$ cat config.mk
export PLATFORM = sky130hd
export DESIGN_NAME = regReadyTable
export DESIGN_NICKNAME = d
export VERILOG_FILES = /design/src/hdl/regReadPkg.sv /design/src/hdl/regReadyTable.sv
export SDC_FILE = /design/constraint.sdc
export NUM_CORES = 1
export LEC_CHECK = 0
export ABC_AREA = 1
export BUFFER_PORTS_ARGS = -buffer_cell sky130_fd_sc_hd__buf_2
export CORE_ASPECT_RATIO = 0.5
export CORE_MARGIN = 8
export CORE_UTILIZATION = 30
export CTS_CLUSTER_SIZE = 25
export DETAILED_ROUTE_END_ITERATION = 12
export GPL_ROUTABILITY_DRIVEN = 0
export GPL_TIMING_DRIVEN = 0
export PLACE_DENSITY = 0.54
export SLEW_MARGIN = 15
export SYNTH_ARGS = -nofsm -noshare
export SYNTH_HDL_FRONTEND = slang
export SYNTH_SLANG_ARGS = --single-unit
$ cat constraint.sdc
create_clock -name clk -period 1.5 [get_ports clk]
set_input_delay 0.15 -clock clk [delete_from_list [all_inputs] [get_ports clk]]
set_output_delay 0.15 -clock clk [all_outputs]
set_load 0.05 [all_outputs]
$ cat src/hdl/regReadPkg.sv
`default_nettype none

package regReadPkg;

  // issue and write-back width of the core.
  localparam int NUM_LANES = 4;

  localparam int NUM_PHYS_REGS = 64;
  localparam int PHYS_TAG_W = 6;   // log2 of the physical file depth.
  localparam int DATA_W = 32;

  // in-flight branch checkpoints.
  localparam int NUM_CKPT = 4;
  localparam int CKPT_W = 2;

  // tags below this hold the committed state after reset.
  localparam int NUM_ARCH_REGS = 32;

  localparam int PAYLOAD_W = 8;    // stand-in for the instruction packet.

  typedef logic [PHYS_TAG_W-1:0] physTag_t;

  typedef logic [DATA_W-1:0] regData_t;

  typedef logic [NUM_CKPT-1:0] ckptMask_t;   // one bit per unresolved branch.

  typedef logic [CKPT_W-1:0] ckptId_t;

  typedef logic [NUM_PHYS_REGS-1:0] readyVec_t;

  typedef logic [PAYLOAD_W-1:0] payload_t;

endpackage

`default_nettype wire

$ cat src/hdl/regReadyTable.sv
`timescale 1ns/10ps
`default_nettype none

module regReadyTable (
  input  wire                    clk,
  input  wire                    arstN_i,
  input  wire                    unmapValid_i [regReadPkg::NUM_LANES],
  input  wire regReadPkg::physTag_t unmapTag_i [regReadPkg::NUM_LANES],
  input  wire                    wakeValid_i [regReadPkg::NUM_LANES],
  input  wire regReadPkg::physTag_t wakeTag_i [regReadPkg::NUM_LANES],
  output regReadPkg::readyVec_t  physRegReady_o
);

  import regReadPkg::*;

  readyVec_t ready;
  readyVec_t readyNext;

  // clears first, then sets, so a wakeup beats an unmap.
  always_comb begin
    readyNext = ready;
    for (int l = 0; l < NUM_LANES; l++) begin
      if (unmapValid_i[l]) begin
        readyNext[unmapTag_i[l]] = 1'b0;
      end
    end
    for (int l = 0; l < NUM_LANES; l++) begin
      if (wakeValid_i[l]) begin
        readyNext[wakeTag_i[l]] = 1'b1;
      end
    end
  end

  always_ff @(posedge clk or negedge arstN_i) begin
    if (!arstN_i) begin
      for (int r = 0; r < NUM_PHYS_REGS; r++) begin
        ready[r] <= (r < NUM_ARCH_REGS);   // architectural map starts valid.
      end
    end else begin
      ready <= readyNext;
    end
  end

  assign physRegReady_o = ready;

endmodule

`default_nettype wire

=== Word level (Yosys, flattened, before mapping) ===
Cells that the tools add are included.

* Output and inout bits: 64
* Input port bits: 58
* Logic and storage cells: 61
* Register bits after elaboration: 64

* Magnitude comparators: 16
* Mux-type cells: 24
* Bitwise logic cells: 12
* Reductions and logical operators: 8

{| class="wikitable"
|+ Operators by type and width
! cell !! count
|-
| $mux 64 || 8
|-
| $and 64x64->64 || 4
|-
| $not 64->64 || 4
|-
| $or 64x64->64 || 4
|-
| $lt 6x7->1 const B || 8
|-
| $demux 1 s6 || 8
|-
| $ge 6x1->1 const B || 8
|-
| $logic_and 1x1->1 || 8
|-
| $mux 1 || 8
|}

=== Logic depth before layout (Yosys ltp) ===
Gate-level depths: netlist of the first run.

* Depth after elaboration: 21
* Depth in mapped cells: 9
* Depth with buffers taken out: 8

=== Worst setup path before layout of the first run ===
No wires, ideal clock.

* Kind: register to register
* Start: register ready[5], in the netlist physRegReady_o[5]
* End: register ready[5], in the netlist physRegReady_o[5]
* Path buffers: 0
* Clock period less this slack: 1.061 ns
* Stages on the path, launching flop included: 4
* Required time: 1.440 ns
* Setup time: 0.060 ns
* Path slack: 0.439 ns
* Arrival: 1.001 ns
* Path through: dfstp_2 > a21boi_0 > nand3_1 > nand2_1

* Cells in the longest elaborated chain, start to end: 16

{| class="wikitable"
|+ Ends and longest elaborated chain
! what !! RTL line !! text
|-
| start, declared || regReadyTable.sv:16 || <nowiki>readyVec_t ready;</nowiki>
|-
| start signal, assigned by index || regReadyTable.sv:37 || <nowiki>ready[r] <= (r < NUM_ARCH_REGS);</nowiki>
|-
| start signal, assigned || regReadyTable.sv:40 || <nowiki>ready <= readyNext;</nowiki>
|-
| $and 64x64->64 (no source line) || n/a ||
|-
| $mux 64 * || regReadyTable.sv:23 || <nowiki>if (unmapValid_i[l]) begin</nowiki>
|-
| $and 64x64->64 (no source line) || n/a ||
|-
| $mux 64 * || regReadyTable.sv:23 ||
|-
| $and 64x64->64 (no source line) || n/a ||
|-
| $mux 64 * || regReadyTable.sv:23 ||
|-
| $and 64x64->64 (no source line) || n/a ||
|-
| $mux 64 * || regReadyTable.sv:23 ||
|-
| $or 64x64->64 (no source line) || n/a ||
|-
| $mux 64 * || regReadyTable.sv:28 || <nowiki>if (wakeValid_i[l]) begin</nowiki>
|-
| $or 64x64->64 (no source line) || n/a ||
|-
| $mux 64 * || regReadyTable.sv:28 ||
|-
| $or 64x64->64 (no source line) || n/a ||
|-
| $mux 64 * || regReadyTable.sv:28 ||
|-
| $or 64x64->64 (no source line) || n/a ||
|-
| $mux 64 * || regReadyTable.sv:28 ||
|-
| named net readyNext[5] || regReadyTable.sv:17 || <nowiki>readyVec_t readyNext;</nowiki>
|}

Mark *: on every way through the listed nets, which the timed path passes. The rest lies on a longest branch.

=== Final worst setup path of the first run ===
* Start: input wakeTag_i[6] in the netlist's numbering
* End: register ready[31], in the netlist physRegReady_o[31]

* Cells in the longest elaborated chain, start to end: 8
* Elaborated cells between the ends (all ways): 9
* Those cells by class: order compare (2); mux (4); bitwise (2); reduce/logical (1)

{| class="wikitable"
|+ Ends and longest elaborated chain
! what !! RTL line !! text
|-
| start, declared || regReadyTable.sv:10 || <nowiki>input wire regReadPkg::physTag_t wakeTag_i [regReadPkg::NUM_LANES],</nowiki>
|-
| $lt 6x7->1 (not written as such) or $ge 6x1->1 (tied branches) || regReadyTable.sv:29 || <nowiki>readyNext[wakeTag_i[l]] = 1'b1;</nowiki>
|-
| $logic_and 1x1->1 (not written as such) || regReadyTable.sv:29 ||
|-
| $mux 1 (not written as such) || regReadyTable.sv:29 ||
|-
| $demux 1 s6 * || regReadyTable.sv:29 ||
|-
| $or 64x64->64 (no source line) * || n/a ||
|-
| $mux 64 * || regReadyTable.sv:28 ||
|-
| $or 64x64->64 (no source line) || n/a ||
|-
| $mux 64 * || regReadyTable.sv:28 ||
|-
| named net readyNext[31] || regReadyTable.sv:17 ||
|}

Marked as above.

==> summary.md, run 1 <==
| Metric | Value |
|---|---|
| Residual DRC | 0 |
| Leakage | 4.33 nW |
| Clk sink count | 64 |
| # diodes | 0 |
| Die extent in x | 234 µm |
| Pin count of the biggest net entering global routing | 38 |
| GRT Resource Usage Total | 28.0% |
| Via/cell ratio | 5.74 |
| TNS Setup | -0.380 ns |
| Setup CP Type | in2reg |
| Worst EP required | 1.79 ns |
| Max-cap check violation count | 0 |
| Pwr Total | 9.56 mW |
| Share of post-route cells with drive strength above 1 | 13.5% |
| HPWL after DPL | 35800 µm |
| P per Cell Area | 1140 nW/µm² |
| First-pass GRT wire length | 59800 µm |
| Die ar. | 29300 µm² |
| Number of global-route vias before repair | 9141 |
| Worst setup EP type | flop |
| Pre-CTS setup slack | -0.322 ns |
| Avg WL per Cell | 23.9 µm |
| Netlist cell types | 23 |
| WHS | 0.250 ns |
| Worst-margin pin slew | 1.18 ns |
| CTS buffer count | 9 |
| Relative slew slack | 20.9% |
| Final Worst Setup Slack | -0.212 ns |
| Max reg flops | 64 |
| Yosys Warn Count | 0 |
| Mapped cell area | 7150 µm² |
| Vias | 10400 |
| Reg area | 1640 µm² |
| Startpoint Class | input pin |
| Clk_lat worst skew | 0.35 ns |
| Status | complete, but fails checks |
| Die Y | 125 µm |
| Multi-input gate area | 4890 µm² |
| Clk_skew | 0 ns |
| Failing checks | negative setup slack |
| CTS tree | done |
| Synth top area share | 23.8% |
| Hold Path Class | in2reg |
| Most common cell after layout, fill and taps aside | nand2_1 |
| RSZ-0062 raised after global routing | yes |
| Finished Layout Cells | 1807 |
| Initial antenna violation count | 0 |
| Global route overflow | 0 |
| Largest cells by area after synthesis | nand2_1 (24%), nor2_1 (19%), dfstp_2 (12%), dfrtp_1 (11%), nand3_1 (11%) |
| Io pins | 122 |
| Critical path, cell by cell | buf_2 > inv_1 > nor2_1 > nand2_1 > o21ai_1 > nor2_1 > nand2_1 |
| Final period util | 114% |
| Final min period | 1.71 ns |
| Dpl cells | 1790 |
| Max stage delay on crit path | 0.50 ns |
| Htree depth | 3 |
| DP Area | 8120 µm² |
| Yosys top cell by area | nand2_1 |
| Syn nets | 1422 |
| Avg Cell Area, Syn | 5.24 µm² |
| Max IR drop VDD | 797 µV |
| Fillcell total | 2750 |
| Number of nets in the layout | 1545 |
| Port Buffers | 110 |
| Slew Limit Fails | 0 |
| Crit-path max FO | 6 |
| Synthesized instance count | 1364 |
| Setup Buffers After CTS | 0 |
| Area grow syn2layout | 17.7% |
| Routed WL | 43100 µm |
| Initial core utilization | 30.2% |
| Antenna Nets Post-Route | 0 |
| Core ar. | 23700 µm² |
| Sequential area share after synthesis | 23.0% |
| Final setup violation count | 7 |
| Cell area after layout | 8410 µm² |
| Clock Pin Slew Worst Setup and Hold Paths | 0.05 ns |
| Seq cells post-synth | 64 |
| Arrival time at the worst endpoint | 2.00 ns |
| Row cnt | 40 |
| Fin. Hold Viols | 0 |
| Bufs on Longest Clock Path | 2 |
| Maximum achievable frequency | 584 MHz |
| Utilization after layout | 35.5% |
| Most frequent cells in the layout | nand2_1 (453), nor2_1 (352), nand3_1 (155), inv_1 (141), buf_2 (122) |
| First-pass DRT Iterations | 10 |
| CP max stage cell | nor2_1 |
| Starting DRT DRC Count | 2137 |
| Root buf cell | clkbuf_16 |
==> synth_stat cells, drive strengths merged <==
cell / n
a21boi: 22
a21oi: 24
buf: 16
dfrtp: 32
dfstp: 32
inv: 146
nand2: 454
nand3: 155
nand4: 25
nor2: 361
nor3: 28
o21a: 10
o21ai: 53
o22ai: 3
or2: 3
==> worst paths after layout <==
check | cells past startpoint | end | slack, ns | from
hold reg to reg | 3 | physRegReady_o[11]$_DFF_PN1_ | 0.56 | physRegReady_o[11]$_DFF_PN1_
setup reg to reg | 3 | physRegReady_o[30]$_DFF_PN1_ | 0.46 | physRegReady_o[30]$_DFF_PN1_
hold / removal | 4 | physRegReady_o[52]$_DFF_PN0_ | 0.25 | unmapValid_i[1]
min in group asynchronous | 2 | physRegReady_o[47]$_DFF_PN0_ | 0.26 | arstN_i
max in group asynchronous | 3 | physRegReady_o[21]$_DFF_PN1_ | 0.63 | arstN_i
setup / recovery | 7 | physRegReady_o[31]$_DFF_PN1_ | -0.21 | wakeTag_i[6]
==> final cells by class <==
type                    instances  share of cell area (%)
well taps                     315                    4.69
inverters                     146                    6.51
plain buffers                  16                    1.09
flip-flops and latches         64                    19.5
clock inverters                 6                   0.431
repair buffers                112                    6.93
multi-input cells            1138                    58.1
clock buffers                  10                    2.72
==> metal layers <==
metal / GRT usage [%] / vias up / routed length (µm)
met3: 22.1 / 122 / 9930
met4: 4.36 / 8 / 856
li1: - / 4557 / -
met1: 39.3 / 4730 / 17900
met2: 31.3 / 957 / 14200
met5: 6.93 / - / 285
==> critical path, delay by kind of cell <==
family                 cells  cell delay [ns]
AOI/OAI and AO/OA          1             0.46
buffers and inverters      2             0.28
and+or+nand+nor            4             1.09
==> where the power goes <==
group          internal [mW]  leakage, nW  switching, mW
clock network           1.11        0.132          0.834
logic                   1.02         3.48           3.70
registers               2.46        0.716          0.428
total                   4.59         4.33           4.96
==> cell families (layout without fill, tap and decap cells) <==
group / Yosys count / after routing / share of synthesized area (%)
buf+inv: 162 / 290 / 8.94
flops: 64 / 64 / 23.0
compound gates: 112 / 112 / 9.01
simple gates: 1026 / 1026 / 59.1
==> repair_timing <==
item,4_1_cts,5_1_grt
hold buffers,1,0
endpoints found under the hold margin,16,0
setup endpoints to repair,0,10
gates resized for setup,0,7
Note: power is estimated with default switching activity, not from simulation.
==> inputs of run 2 (changes only) <==
clock period = 2.1 ns   (was 1.5 ns; I/O delays follow)
==> run 2 against run 1 <==
The run now ends clean. Critical path depth did not move. Sequential share of layout area hardly changed. Highest routed layer unchanged. Critical path type unchanged. Via count decreased by 0.31%. Hold slack gained 0.066 ns.
==> summary.md, run 2 (same netlist as run 1, synthesis figures left out) <==
| Metric | Value |
|---|---|
| Share of post-route cells with drive strength above 1 | 13.1% |
| Worst hold start | unmapValid_i[1] |
| Worst EP required | 2.39 ns |
| Via/cell ratio | 5.72 |
| Row cnt | 40 |
| Die extent in x | 234 µm |
| RSZ-0062 raised after global routing | no |
| Relative slew slack | 8.95% |
| Bufs on Longest Clock Path | 2 |
| P per Cell Area | 813 nW/µm² |
| First-pass GRT wire length | 59800 µm |
| Clock share of power | 20.3% |
| Starting DRT DRC Count | 2220 |
| Most common cell after layout, fill and taps aside | nand2_1 |
| Fillcell total | 2741 |
| Startpoint Class | input pin |
| Final min period | 1.96 ns |
| Sw Ratio | 52.0% |
| Core ar. | 23700 µm² |
| Final period util | 93.2% |
| Pint | 3.28 mW |
| Htree depth | 3 |
| Setup Buffers After CTS | 0 |
| P_sw | 3.55 mW |
| Crit-path max FO | 6 |
| Hold endpoint | physRegReady_o[52]$_DFF_PN0_ |
| Worst setup EP type | flop |
| Vias | 10300 |
| Critical path, cell by cell | buf_2 > inv_1 > nor2_1 > nand2_1 > o21ai_0 > nor2_1 > nand2_1 |
| Clock Pin Slew Worst Setup and Hold Paths | 0.06 ns |
| R2R depth | 3 |
| Number of global-route vias before repair | 9141 |
| Die ar. | 29300 µm² |
| CP max stage cell | o21ai_0 |
| Hold path depth | 4 |
| Max IR drop VDD | 569 µV |
| Port Buffers | 110 |
| Max reg flops | 64 |
| Leakage | 4.32 nW |
| Most frequent cells in the layout | nand2_1 (453), nor2_1 (356), nand3_1 (155), inv_1 (141), buf_2 (122) |
| Slew Limit Fails | 0 |
| R2R setup slack | 1.04 ns |
| First-pass DRT Iterations | 12 |
| Dpl cells | 1790 |
| Multi-input gate area | 4870 µm² |
| Fin. Hold Viols | 0 |
| Clk sink count | 64 |
| Area grow syn2layout | 17.4% |
| Final Worst Setup Slack | 0.143 ns |
| CTS buffer count | 9 |
| Root buf cell | clkbuf_16 |
| Worst-margin pin slew | 1.36 ns |
| Routed WL | 43000 µm |
| Initial core utilization | 30.2% |
| Max stage delay on crit path | 0.65 ns |
| CTS tree | done |
| Residual DRC | 0 |
| Setup CP Type | in2reg |
| Final setup violation count | 0 |
| Utilization after layout | 35.5% |
| Status | completed |
| Reg-to-Reg End | physRegReady_o[30]$_DFF_PN1_ |
| Hold Path Class | in2reg |
| Avg WL per Cell | 23.8 µm |
| Global route overflow | 0 |
| Power share of the combinational group | 49.4% |
| Clk_lat worst skew | 0.35 ns |
| Setup crit start | wakeTag_i[6] |
| TNS Setup | 0 ns |
| Reg2Reg Launch Point | physRegReady_o[30]$_DFF_PN1_ |
| Finished Layout Cells | 1808 |
| Number of nets in the layout | 1545 |
| Die Y | 125 µm |
| Pwr Total | 6.83 mW |
| Pin count of the biggest net entering global routing | 38 |
| Maximum achievable frequency | 511 MHz |
| Reg area | 1640 µm² |
| Pre-CTS setup slack | 0.218 ns |
| Io pins | 122 |
| Sequential share of power | 30.2% |
| Clk_skew | 0 ns |
| Arrival time at the worst endpoint | 2.24 ns |
| HPWL after DPL | 35800 µm |
| Initial antenna violation count | 0 |
| Antenna Nets Post-Route | 0 |
| Max-cap check violation count | 0 |
| GRT Resource Usage Total | 28.0% |
## run 2: worst max-delay path, delay by kind of cell
kind	cells	cell delay, ns
simple gates	4	1.10
compound gates	1	0.65
buf+inv	2	0.28
## run 2: stage by stage
step	hold WS (ns)	area (µm²)
floorplan	-0.0856	7150
global placement	0.534	8090
detailed placement	0.158	8120
CTS	0.302	8390
global route	0.317	8390
finish	0.316	8390
## run 2: repair_timing
action                    CTS  global route
gates resized for setup     0             0
hold endpoints to repair   16             0
hold buffers                1             0
## run 2: worst max path at each step
| stage | endpoint | cells past startpoint | slack (ns) |
|---|---|---|---|
| after global routing | physRegReady_o[10]$_DFF_PN1_ | 8 | 0.35 |
| after detailed placement | physRegReady_o[11]$_DFF_PN1_ | 8 | 0.22 |
| after global placement | physRegReady_o[11]$_DFF_PN1_ | 8 | 0.17 |
| after floorplan | physRegReady_o[48]$_DFF_PN0_ | 9 | 0.99 |
| after CTS | physRegReady_o[11]$_DFF_PN1_ | 8 | 0.57 |
| final | physRegReady_o[31]$_DFF_PN1_ | 7 | 0.14 |
## run 2: routing by layer
layer	track usage, %	part of all wire, %	up-vias	wire, µm
met4	4.36	2.0	10	845
met5	6.93	0.75	-	323
met1	39.3	42	4687	18100
li1	-	-	4568	-
met2	31.3	33	963	14000
met3	22.1	23	114	9700
## run 2: power groups by stage
stage / clock, mW / sequential (mW) / combinational [mW]
floorplan: 0 / 3.36 / 0.933
detailed placement: 0 / 2.07 / 3.28
global route: 1.47 / 2.10 / 3.53
finish: 1.39 / 2.06 / 3.37
CTS: 1.41 / 2.05 / 3.30
global placement: 0 / 2.07 / 3.27
## run 2: layout make-up
type                       instances  share of cell area, %
buffer                            16                   1.09
multi-input combinational       1138                   58.0
antenna                            1                 0.0298
timing repair buffer             112                   6.95
sequential                        64                   19.6
clock buffer                      10                   2.73
inverter                         146                   6.53
tap                              315                   4.70
clock inverter                     6                  0.432
